`src/common/ex_settings.svh`:
```
// Execute stage settings
`ifndef EX_SETTINGS_SVH
`define EX_SETTINGS_SVH

// Data and address width of the core
`define EX_XLEN 32

// PC increment for a full 32-bit instruction
`define EX_PC_STEP_FULL 4

// PC increment for a compressed 16-bit instruction
`define EX_PC_STEP_COMP 2

// CSR address of the security control word
`define EX_CPUCTRL_ADDR 12'hBF0

`endif

```
`src/common/ex_pkg.sv`:
```
// Execute stage types
`default_nettype none
`include "ex_settings.svh"

package ex_pkg;

  //////////////////////////////////////////////////
  // Operation encoding
  //////////////////////////////////////////////////

  // Plain ALU operations use the lower half of the encoding space
  // Branch conditions have bit 3 set so decode can test a single bit
  typedef enum logic [3:0] {
    ALU_ADD = 4'h0,
    ALU_SUB = 4'h1,
    ALU_AND = 4'h2,
    ALU_OR  = 4'h3,
    ALU_XOR = 4'h4,
    ALU_SLL = 4'h5,
    ALU_SRL = 4'h6,
    ALU_SLT = 4'h7,
    ALU_BEQ = 4'h8,
    ALU_BNE = 4'h9,
    ALU_BLT = 4'hA,
    ALU_BGE = 4'hB
  } alu_op_e;

  //////////////////////////////////////////////////
  // Branch helpers
  //////////////////////////////////////////////////

  // True for the four branch comparison operations
  function automatic logic is_branch_op(alu_op_e op);
    return op[3];
  endfunction

  // Resolve a branch condition from the equal and signed less-than flags
  function automatic logic branch_cond_met(alu_op_e op, logic eq, logic lt);
    case (op)
      ALU_BEQ: return eq;
      ALU_BNE: return !eq;
      ALU_BLT: return lt;
      ALU_BGE: return !lt;
      default: return 1'b0;
    endcase
  endfunction

  // Fall-through distance of a branch, which depends on its length
  function automatic logic [`EX_XLEN-1:0] pc_step(logic compressed);
    return compressed ? `EX_XLEN'(`EX_PC_STEP_COMP) : `EX_XLEN'(`EX_PC_STEP_FULL);
  endfunction

endpackage

`default_nettype wire

```
`src/common/xsecure_pkg.sv`:
```
// Security control types
`default_nettype none
`include "ex_settings.svh"

package xsecure_pkg;

  //////////////////////////////////////////////////
  // cpuctrl layout
  //////////////////////////////////////////////////

  // Field view of the security control word
  // Bit 0 makes branch timing independent of the operands
  // Bit 1 selects random dummy instructions, which this core only stores
  // Reserved bits keep whatever software wrote to them
  typedef struct packed {
    logic [`EX_XLEN-3:0] reserved;
    logic                rnddummy;
    logic                dataindtiming;
  } cpuctrl_fields_t;

  // The CSR instruction sees the whole word while the
  // branch logic looks at individual control bits
  typedef union packed {
    logic [`EX_XLEN-1:0] raw;
    cpuctrl_fields_t     fields;
  } cpuctrl_u;

  // Value after reset, with every protection switched off
  localparam cpuctrl_u CPUCTRL_RESET = '0;

endpackage

`default_nettype wire

```
`src/ex_stage/ex_alu.sv`:
```
// Execute stage ALU
`timescale 1ns/1ps
`default_nettype none
`include "ex_settings.svh"

module ex_alu
  import ex_pkg::*;
(
  input  alu_op_e             op_i,
  input  logic [`EX_XLEN-1:0] op_a_i,
  input  logic [`EX_XLEN-1:0] op_b_i,
  output logic [`EX_XLEN-1:0] result_o,
  output logic                cmp_result_o
);

  logic [`EX_XLEN-1:0] sum;
  logic [`EX_XLEN-1:0] diff;
  logic [4:0]          shamt;
  logic                eq;
  logic                lt;

  //////////////////////////////////////////////////
  // Shared arithmetic
  //////////////////////////////////////////////////

  assign sum  = op_a_i + op_b_i;
  assign diff = op_a_i - op_b_i;

  // Only the low five bits count for a 32-bit shift
  assign shamt = op_b_i[4:0];

  // Comparison flags shared by SLT and the branch conditions
  assign eq = (op_a_i == op_b_i);
  assign lt = ($signed(op_a_i) < $signed(op_b_i));

  //////////////////////////////////////////////////
  // Result mux
  //////////////////////////////////////////////////

  always_comb begin
    case (op_i)
      ALU_ADD: result_o = sum;
      ALU_SUB: result_o = diff;
      ALU_AND: result_o = op_a_i & op_b_i;
      ALU_OR:  result_o = op_a_i | op_b_i;
      ALU_XOR: result_o = op_a_i ^ op_b_i;
      ALU_SLL: result_o = op_a_i << shamt;
      ALU_SRL: result_o = op_a_i >> shamt;
      // Set on signed less-than, zero extended to full width
      ALU_SLT: result_o = {{(`EX_XLEN-1){1'b0}}, lt};
      // Branches do not write the register file, so the value is unused
      default: result_o = '0;
    endcase
  end

  //////////////////////////////////////////////////
  // Comparison output
  //////////////////////////////////////////////////

  // The branch unit only trusts this flag for branch operations
  // SLT reports its comparison here as well
  always_comb begin
    if (is_branch_op(op_i)) begin
      cmp_result_o = branch_cond_met(op_i, eq, lt);
    end else if (op_i == ALU_SLT) begin
      cmp_result_o = lt;
    end else begin
      cmp_result_o = 1'b0;
    end
  end

endmodule

`default_nettype wire

```
`src/ex_stage/ex_branch_unit.sv`:
```
// Branch decision and target
`timescale 1ns/1ps
`default_nettype none
`include "ex_settings.svh"

module ex_branch_unit
  import ex_pkg::*;
  import xsecure_pkg::*;
(
  input  logic                br_en_i,
  input  logic                cmp_result_i,
  input  logic                compressed_i,
  input  logic [`EX_XLEN-1:0] pc_i,
  input  logic [`EX_XLEN-1:0] offset_i,
  input  cpuctrl_u            cpuctrl_i,
  output logic                decision_o,
  output logic [`EX_XLEN-1:0] target_o
);

  logic                dit;
  logic                use_offset;
  logic [`EX_XLEN-1:0] taken_target;
  logic [`EX_XLEN-1:0] fall_target;

  //////////////////////////////////////////////////
  // Candidate targets
  //////////////////////////////////////////////////

  // Data independent timing bit from the security control word
  assign dit = cpuctrl_i.fields.dataindtiming;

  // Target of a taken branch
  assign taken_target = pc_i + offset_i;

  // Address of the next sequential instruction
  assign fall_target = pc_i + pc_step(compressed_i);

  //////////////////////////////////////////////////
  // Decision
  //////////////////////////////////////////////////

  // With data independent timing every branch redirects the fetch,
  // so taken and not taken branches cost the same number of cycles
  assign decision_o = br_en_i && (cmp_result_i || dit);

  // A not taken branch under that rule jumps to its own fall-through
  // address, so the redirect lands where sequential fetch would have gone
  assign use_offset = !dit || cmp_result_i;

  assign target_o = use_offset ? taken_target : fall_target;

endmodule

`default_nettype wire

```
`src/ex_stage/ex_stage.sv`:
```
// Execute pipeline stage
`timescale 1ns/1ps
`default_nettype none
`include "ex_settings.svh"

module ex_stage
  import ex_pkg::*;
  import xsecure_pkg::*;
(
  input  logic                clk,
  input  logic                rst_n_i,
  input  logic                id_valid_i,
  input  alu_op_e             id_op_i,
  input  logic                id_alu_en_i,
  input  logic                id_br_en_i,
  input  logic                id_csr_en_i,
  input  logic [4:0]          id_rd_i,
  input  logic [`EX_XLEN-1:0] id_op_a_i,
  input  logic [`EX_XLEN-1:0] id_op_b_i,
  input  logic [`EX_XLEN-1:0] id_pc_i,
  input  logic [`EX_XLEN-1:0] id_br_offset_i,
  input  logic                id_compressed_i,
  input  logic [11:0]         id_csr_addr_i,
  input  logic                halt_ex_i,
  input  logic                kill_ex_i,
  input  logic                wb_ready_i,
  input  cpuctrl_u            cpuctrl_i,
  output logic                ex_ready_o,
  output logic                wb_valid_o,
  output logic [4:0]          wb_rd_o,
  output logic                wb_rf_we_o,
  output logic [`EX_XLEN-1:0] wb_result_o,
  output logic                wb_illegal_o,
  output logic                pc_set_o,
  output logic [`EX_XLEN-1:0] branch_target_o,
  output logic                csr_we_o,
  output logic [`EX_XLEN-1:0] csr_wdata_o
);

  // ID/EX register contents
  logic                instr_valid_q;
  alu_op_e             op_q;
  logic                alu_en_q;
  logic                br_en_q;
  logic                csr_en_q;
  logic [4:0]          rd_q;
  logic [`EX_XLEN-1:0] op_a_q;
  logic [`EX_XLEN-1:0] op_b_q;
  logic [`EX_XLEN-1:0] pc_q;
  logic [`EX_XLEN-1:0] offset_q;
  logic                compressed_q;
  logic [11:0]         csr_addr_q;

  logic                ex_valid;
  logic                ex_fire;
  logic                csr_illegal;
  logic [`EX_XLEN-1:0] alu_result;
  logic                cmp_result;
  logic                br_decision;
  logic [`EX_XLEN-1:0] br_target;

  //////////////////////////////////////////////////
  // Handshake
  //////////////////////////////////////////////////

  assign ex_valid = instr_valid_q && !halt_ex_i && !kill_ex_i;
  assign ex_fire  = ex_valid && wb_ready_i;

  // A CSR instruction blocks decode until it has left, which leaves
  // EX empty on the cycle after a cpuctrl write
  assign ex_ready_o = kill_ex_i ||
                      (!halt_ex_i && !(instr_valid_q && csr_en_q) &&
                       (!instr_valid_q || wb_ready_i));

  always_ff @(posedge clk or negedge rst_n_i) begin
    if (!rst_n_i) begin
      instr_valid_q <= 1'b0;
    end else if (ex_ready_o) begin
      // Also covers kill, which drops the old instruction
      instr_valid_q <= id_valid_i;
    end else if (ex_fire) begin
      instr_valid_q <= 1'b0;
    end
  end

  // Instruction payload is only meaningful while instr_valid_q is set
  always_ff @(posedge clk) begin
    if (ex_ready_o && id_valid_i) begin
      op_q         <= id_op_i;
      alu_en_q     <= id_alu_en_i;
      br_en_q      <= id_br_en_i;
      csr_en_q     <= id_csr_en_i;
      rd_q         <= id_rd_i;
      op_a_q       <= id_op_a_i;
      op_b_q       <= id_op_b_i;
      pc_q         <= id_pc_i;
      offset_q     <= id_br_offset_i;
      compressed_q <= id_compressed_i;
      csr_addr_q   <= id_csr_addr_i;
    end
  end

  //////////////////////////////////////////////////
  // Functional units
  //////////////////////////////////////////////////

  ex_alu u_alu (
    .op_i         (op_q),
    .op_a_i       (op_a_q),
    .op_b_i       (op_b_q),
    .result_o     (alu_result),
    .cmp_result_o (cmp_result)
  );

  ex_branch_unit u_branch (
    .br_en_i      (br_en_q),
    .cmp_result_i (cmp_result),
    .compressed_i (compressed_q),
    .pc_i         (pc_q),
    .offset_i     (offset_q),
    .cpuctrl_i    (cpuctrl_i),
    .decision_o   (br_decision),
    .target_o     (br_target)
  );

  // Only cpuctrl exists, every other CSR address is illegal
  assign csr_illegal = csr_en_q && (csr_addr_q != `EX_CPUCTRL_ADDR);

  // The write lands on the same edge that hands the instruction to WB
  assign csr_we_o    = ex_fire && csr_en_q && !csr_illegal;
  assign csr_wdata_o = op_a_q;

  //////////////////////////////////////////////////
  // EX/WB register
  //////////////////////////////////////////////////

  always_ff @(posedge clk or negedge rst_n_i) begin
    if (!rst_n_i) begin
      wb_valid_o   <= 1'b0;
      wb_rf_we_o   <= 1'b0;
      wb_illegal_o <= 1'b0;
      pc_set_o     <= 1'b0;
    end else if (ex_fire) begin
      wb_valid_o   <= 1'b1;
      wb_rf_we_o   <= alu_en_q || (csr_en_q && !csr_illegal);
      wb_illegal_o <= csr_illegal;
      pc_set_o     <= br_decision;
    end else if (wb_ready_i) begin
      // Accepted by WB with nothing behind it
      wb_valid_o   <= 1'b0;
      wb_rf_we_o   <= 1'b0;
      wb_illegal_o <= 1'b0;
      pc_set_o     <= 1'b0;
    end
  end

  // A CSR read returns the value from before its own write
  always_ff @(posedge clk) begin
    if (ex_fire) begin
      wb_rd_o         <= rd_q;
      wb_result_o     <= csr_en_q ? cpuctrl_i.raw : alu_result;
      branch_target_o <= br_target;
    end
  end

  //////////////////////////////////////////////////
  // Assertions
  //////////////////////////////////////////////////

  // Halt without kill freezes EX and hands nothing to write-back
  a_halt :
    assert property (@(posedge clk) disable iff (!rst_n_i)
                     (halt_ex_i && !kill_ex_i) |=>
                       ($stable(instr_valid_q) && (!wb_valid_o || $past(!wb_ready_i))))
      else $error("Halt without kill let EX move or reach write-back");

  // Kill empties EX, takes whatever decode offers and hands nothing to write-back
  a_kill :
    assert property (@(posedge clk) disable iff (!rst_n_i)
                     kill_ex_i |=>
                       ((instr_valid_q == $past(id_valid_i)) &&
                        (!wb_valid_o || $past(!wb_ready_i))))
      else $error("Kill did not empty EX or let an instruction through");

  // Decode may select at most one unit per instruction
  a_unit_onehot :
    assert property (@(posedge clk) disable iff (!rst_n_i)
                     instr_valid_q |-> $onehot0({alu_en_q, br_en_q, csr_en_q}))
      else $error("More than one functional unit enabled");

  a_illegal_csr_no_we :
    assert property (@(posedge clk) disable iff (!rst_n_i)
                     (ex_fire && csr_illegal) |=> (!wb_rf_we_o && wb_illegal_o))
      else $error("Illegal CSR instruction wrote the register file");

  // No redirect may be skipped while the timing protection is active
  a_dit_branch_taken :
    assert property (@(posedge clk) disable iff (!rst_n_i)
                     (ex_fire && br_en_q && cpuctrl_i.fields.dataindtiming) |=> pc_set_o)
      else $error("Branch not taken while dataindtiming is set");

  // The CSR hazard keeps cpuctrl fixed while anything executes
  // A write lands as its instruction leaves, so EX is empty when the new value shows
  a_cpuctrl_hazard :
    assert property (@(posedge clk) disable iff (!rst_n_i)
                     instr_valid_q |-> $stable(cpuctrl_i))
      else $error("cpuctrl changed under an instruction in EX");

endmodule

`default_nettype wire

```
`src/source/cpuctrl_csr.sv`:
```
// Security control register
`timescale 1ns/1ps
`default_nettype none
`include "ex_settings.svh"

module cpuctrl_csr
  import xsecure_pkg::*;
(
  input  logic                clk,
  input  logic                rst_n_i,
  input  logic                we_i,
  input  logic [`EX_XLEN-1:0] wdata_i,
  output cpuctrl_u            cpuctrl_o
);

  cpuctrl_u cpuctrl_q;

  //////////////////////////////////////////////////
  // Storage
  //////////////////////////////////////////////////

  // The whole word is written, reserved bits included,
  // so software reads back exactly what it stored
  always_ff @(posedge clk or negedge rst_n_i) begin
    if (!rst_n_i) begin
      cpuctrl_q <= CPUCTRL_RESET;
    end else if (we_i) begin
      cpuctrl_q.raw <= wdata_i;
    end
  end

  assign cpuctrl_o = cpuctrl_q;

  // EX is empty after every cpuctrl write, so writes never come back to back
  a_no_back_to_back_write :
    assert property (@(posedge clk) disable iff (!rst_n_i)
                     we_i |=> !we_i)
      else $error("cpuctrl written on two consecutive cycles");

endmodule

`default_nettype wire

```
`src/source/ex_top.sv`:
```
// Execute stage top level
`timescale 1ns/1ps
`default_nettype none
`include "ex_settings.svh"

module ex_top
  import ex_pkg::*;
  import xsecure_pkg::*;
(
  input  logic                clk,
  input  logic                rst_n_i,
  input  logic                id_valid_i,
  input  alu_op_e             id_op_i,
  input  logic                id_alu_en_i,
  input  logic                id_br_en_i,
  input  logic                id_csr_en_i,
  input  logic [4:0]          id_rd_i,
  input  logic [`EX_XLEN-1:0] id_op_a_i,
  input  logic [`EX_XLEN-1:0] id_op_b_i,
  input  logic [`EX_XLEN-1:0] id_pc_i,
  input  logic [`EX_XLEN-1:0] id_br_offset_i,
  input  logic                id_compressed_i,
  input  logic [11:0]         id_csr_addr_i,
  input  logic                halt_ex_i,
  input  logic                kill_ex_i,
  input  logic                wb_ready_i,
  output logic                ex_ready_o,
  output logic                wb_valid_o,
  output logic [4:0]          wb_rd_o,
  output logic                wb_rf_we_o,
  output logic [`EX_XLEN-1:0] wb_result_o,
  output logic                wb_illegal_o,
  output logic                pc_set_o,
  output logic [`EX_XLEN-1:0] branch_target_o
);

  // CSR write path from the stage and the current control word back
  logic                csr_we;
  logic [`EX_XLEN-1:0] csr_wdata;
  cpuctrl_u            cpuctrl;

  ex_stage u_ex_stage (
    .clk             (clk),
    .rst_n_i         (rst_n_i),
    .id_valid_i      (id_valid_i),
    .id_op_i         (id_op_i),
    .id_alu_en_i     (id_alu_en_i),
    .id_br_en_i      (id_br_en_i),
    .id_csr_en_i     (id_csr_en_i),
    .id_rd_i         (id_rd_i),
    .id_op_a_i       (id_op_a_i),
    .id_op_b_i       (id_op_b_i),
    .id_pc_i         (id_pc_i),
    .id_br_offset_i  (id_br_offset_i),
    .id_compressed_i (id_compressed_i),
    .id_csr_addr_i   (id_csr_addr_i),
    .halt_ex_i       (halt_ex_i),
    .kill_ex_i       (kill_ex_i),
    .wb_ready_i      (wb_ready_i),
    .cpuctrl_i       (cpuctrl),
    .ex_ready_o      (ex_ready_o),
    .wb_valid_o      (wb_valid_o),
    .wb_rd_o         (wb_rd_o),
    .wb_rf_we_o      (wb_rf_we_o),
    .wb_result_o     (wb_result_o),
    .wb_illegal_o    (wb_illegal_o),
    .pc_set_o        (pc_set_o),
    .branch_target_o (branch_target_o),
    .csr_we_o        (csr_we),
    .csr_wdata_o     (csr_wdata)
  );

  cpuctrl_csr u_cpuctrl_csr (
    .clk       (clk),
    .rst_n_i   (rst_n_i),
    .we_i      (csr_we),
    .wdata_i   (csr_wdata),
    .cpuctrl_o (cpuctrl)
  );

endmodule

`default_nettype wire

```
`config.mk`:
```
export PLATFORM = sky130hd
export DESIGN_NAME = ex_top
export DESIGN_NICKNAME = d
export VERILOG_FILES = /design/src/common/ex_pkg.sv /design/src/common/xsecure_pkg.sv /design/src/ex_stage/ex_alu.sv /design/src/ex_stage/ex_branch_unit.sv /design/src/ex_stage/ex_stage.sv /design/src/source/cpuctrl_csr.sv /design/src/source/ex_top.sv
export VERILOG_INCLUDE_DIRS = /design/src /design/src/common
export SDC_FILE = /design/constraint.sdc
export NUM_CORES = 1
export LEC_CHECK = 0
export ABC_AREA = 0
export BUFFER_PORTS_ARGS = -buffer_cell sky130_fd_sc_hd__buf_2
export CAP_MARGIN = 20
export CORE_MARGIN = 2
export CORE_UTILIZATION = 54
export DETAILED_ROUTE_END_ITERATION = 10
export PLACE_DENSITY = 0.87
export SYNTH_ARGS = -nofsm -noshare
export SYNTH_HDL_FRONTEND = slang
export SYNTH_SLANG_ARGS = --single-unit
```
`constraint.sdc`:
```
create_clock -name clk -period 9.9 [get_ports clk]
set_input_delay 0.495 -clock clk [delete_from_list [all_inputs] [get_ports clk]]
set_output_delay 0.495 -clock clk [all_outputs]
set_load 0.03 [all_outputs]
```
==> out/qor.yml <==
outcome: "finished, final reports clean"
clk_pin_slew_worst_paths_ps: 60
rows: 67
max_slew_headroom_pct: 20.7
grt_max_degree: 69
area_taken_by_multi_input_logic_gates_sq_um: 10100
cts_sinks: 259
path_buf_inv: 3
unrepaired_setup_endpoints_after_global_routing: "no"
crit_fanout: 52
timing.critical_path.max_delay_family: "compound AO/OA/AOI/OAI gates"
layout.nets: 2321
gp_congestion: 1.02
most-common-layout-cells: "sky130_fd_sc_hd__buf_2, sky130_fd_sc_hd__edfxtp_1, sky130_fd_sc_hd__nor2_1, sky130_fd_sc_hd__a21oi_1, sky130_fd_sc_hd__ha_1"
total_neg_setup_slack_ps: 0
fp.dieW_um: 190
final_min_period_over_clock_period_pct: 70.8
max_freq_ghz: 0.143
cp.arrival_ps: 7340
netlist_top_cells_area: "sky130_fd_sc_hd__edfxtp_1, sky130_fd_sc_hd__ha_1, sky130_fd_sc_hd__mux4_2"
iteration_0_drc_count_of_the_detailed_router: 2190
grt.overflow.total: 0
viasPerCell: 6.71
setup_slack_ps: 2890
dp_hpwl_um: 47200
mappedNetlistNets: 2132
slowest_delay_ps: 580
timing_hold_violations_final: 0
synth_top_cell_area_share_pct: 35.9
synth.yosys.warnings: 0
wl_per_cell_um: 26.0
worstMarginPinSlew_ps: 1190
synth_area_per_cell_sq_um: 10.1
synth_edf_count: 222
drc: 0
crit_chain: "buf_4, inv_2, buf_4, ha_1, nor2b_1, o311a_4, o311ai_4, a41o_1, a41oi_2, mux2i_1, and3_4, mux2_4, ha_1, a21o_1, a2111oi_2, and4bb_1, nor3_1, a211o_1, a41oi_1, o21ba_2, o31ai_1, xnor2_1"
cts.path.max_buffers: 3
pwr_density_cell_nw_per_um2: 149
gr-usage-all-layers_pct: 35.5
synth.largest_area_cell: "sky130_fd_sc_hd__edfxtp_1"
cts.htree.levels: 1
wire_length_of_the_first_global_routing_pass_um: 97300
antenna_found_initial: 4
io-pin-count: 233
timing.setup.critical_path_class: "register to register"
ys_dominant_reg_cell: "sky130_fd_sc_hd__edfxtp_1"
cts_buffers: 28
cts_tree: "yes"
area_occupied_by_registers_sq_um: 7590
synthesized_netlist_cell_count: 1842
max_cap_violations: 0
fin_area_sq_um: 21200
final_report_max_slew_violation_count: 0
ys_async_sr_fraction_pct: 14.3
min_period_ps: 7010
critical_path.slowest_cell: "sky130_fd_sc_hd__ha_1"
finalClockSkew_ps: 36.9
cts_hold_buffers: 0
floorplan.initialDensity_pct: 55.1
place.port_buffers: 232
synthToLayoutAreaGrowth_pct: 13.9
worst-r2r-setup-slack_ps: 2890
dpl_cell_area_sq_um: 20100
finalWirelength_um: 64900
synth_area_sq_um: 18600
final_common_cell: "sky130_fd_sc_hd__buf_2"
cts_setup_buffers: 0
cp-end-kind: "register"
setup_violations: 0
grt_pass1_vias: 16200
chipHeight_um: 190
core_area_sq_um: 33700
detail-route-antenna-nets: 0
cp.required_ps: 10240
power.ir.vdd_worst_mv: 0.199
ys_seq_area_share_pct: 40.9
post_cts.resized_instances: 0
synth_cell_types: 91
number_of_vias_in_the_routed_layout: 16800
final.fill_count: 2763
cp-start-kind: "register"
ys_seq_elements: 259
drt_pass1_iterations: 6
cts.root.buffer_cell: "sky130_fd_sc_hd__clkbuf_16"
drive_above_1_share_pct: 20.6
placement_stage_worst_setup_slack_ps: 3090
floorplan.die_area_sq_um: 35900
p_leak_nw: 8.77
min_path_type: "input pin to asynchronous set/reset pin"
worst_skew_pair.late_latency_ps: 590
==> cell type report <==
cell class	count	share of cell area [%]
Antenna cell	1	0.0118
Clock buffer	33	3.49
Clock inverter	19	1.30
Inverter	124	2.20
Multi-Input combinational cell	1349	47.6
Sequential cell	259	35.9
Tap cell	448	2.65
Timing Repair Buffer	269	6.82
==> worst reg2reg max path, cell delays in order (launching register included) <==
cell and delay [ps]:
sky130_fd_sc_hd__edfxtp_1 330, sky130_fd_sc_hd__buf_4 460, sky130_fd_sc_hd__inv_2 80, sky130_fd_sc_hd__buf_4 350
sky130_fd_sc_hd__ha_1 600, sky130_fd_sc_hd__nor2b_1 120, sky130_fd_sc_hd__o311a_4 370, sky130_fd_sc_hd__o311ai_4 280
sky130_fd_sc_hd__a41o_1 390, sky130_fd_sc_hd__a41oi_2 160, sky130_fd_sc_hd__mux2i_1 310, sky130_fd_sc_hd__and3_4 500
sky130_fd_sc_hd__mux2_4 360, sky130_fd_sc_hd__ha_1 270, sky130_fd_sc_hd__a21o_1 180, sky130_fd_sc_hd__a2111oi_2 490
sky130_fd_sc_hd__and4bb_1 280, sky130_fd_sc_hd__nor3_1 100, sky130_fd_sc_hd__a211o_1 310, sky130_fd_sc_hd__a41oi_1 400
sky130_fd_sc_hd__o21ba_2 210, sky130_fd_sc_hd__o31ai_1 80, sky130_fd_sc_hd__xnor2_1 120
==> power breakdown <==
part	total [mW]	leakage [nW]	switching, mW	internal, mW
registers	1.29	2.52	0.0379	1.25
clock network	1.13	0.483	0.461	0.673
logic	0.739	5.77	0.471	0.268
total	3.16	8.77	0.970	2.19
==> worst paths after layout <==
| check | start | to | cells after the start |
|---|---|---|---|
| worst max-delay path | u_ex_stage.op_b_q[2] | u_ex_stage.branch_target_o[31] | 22 |
| worst min-delay path | rst_n_i | u_cpuctrl_csr.cpuctrl_o[1] | 2 |
| worst max register to register | u_ex_stage.op_b_q[2] | u_ex_stage.branch_target_o[31] | 22 |
| worst min register to register | u_ex_stage.rd_q[3] | u_ex_stage.wb_rd_o[3] | 0 |
| max in group asynchronous | rst_n_i | u_cpuctrl_csr.cpuctrl_o[25] | 2 |
| min in group clk | id_op_b_i[0] | u_ex_stage.op_b_q[0] | 1 |
==> layer usage <==
metal / vias up / GRT usage [%] / share of wire, %
met3: 216 / 8.45 / 11
met2: 1156 / 55.7 / 45
met1: 8064 / 47.4 / 39
met4: 6 / 14.7 / 4.5
li1: 7344 / - / -
met5: - / 0 / 0.060
==> synth_stat cells, drive strengths merged, types with 15 or more instances <==
library cell and number:
a2111oi 15, a211oi 18, a21o 45, a21oi 148
a221o 18, a221oi 21, a31oi 19, buf 44
clkbuf 66, dfrtp 37, edfxtp 222, ha 128
inv 122, mux2 26, mux2i 58, mux4 44
nand2 108, nand2b 16, nand3 29, nor2 163
nor2b 43, nor3 39, nor4 22, o21ai 105
o21bai 19, o22ai 19, or3 22, xnor2 33
==> stage by stage <==
step	util (%)	cells	power [mW]	hold WS [ps]
5_1_grt	62.8	2502	3.27	47.1
2_1_floorplan	-	1842	1.80	199
3_5_place_dp	59.8	2449	2.02	415
3_3_place_gp	59.7	2448	2.01	401
4_1_cts	62.8	2501	3.14	24.6
6_report	62.8	2502	3.16	21.3
==> registers in the layout (all words and copies together) (netlist names), 4 cells and up <==
register                    flops
u_ex_stage.rd_q                 5
u_ex_stage.offset_q            32
u_ex_stage.csr_wdata_o         32
u_cpuctrl_csr.cpuctrl_o        32
u_ex_stage.wb_rd_o              5
u_ex_stage.op_b_q              32
u_ex_stage.op_q                 4
u_ex_stage.branch_target_o     32
u_ex_stage.wb_result_o         32
u_ex_stage.pc_q                32
u_ex_stage.csr_addr_q          12
==> cells by family (layout without fill, tap and decap cells) <==
group           Yosys count  in the layout  share of synthesized area, %
buf+inv                 234            445                          5.05
compound gates          562            562                          20.5
fa+ha+maj               131            131                          8.94
simple gates            489            489                          12.7
other cells               0              1                             0
flops                   259            259                          40.9
mux                     128            128                          10.1
xor+xnor                 39             39                          1.84
No activity file was read; power rests on OpenSTA's default activity.
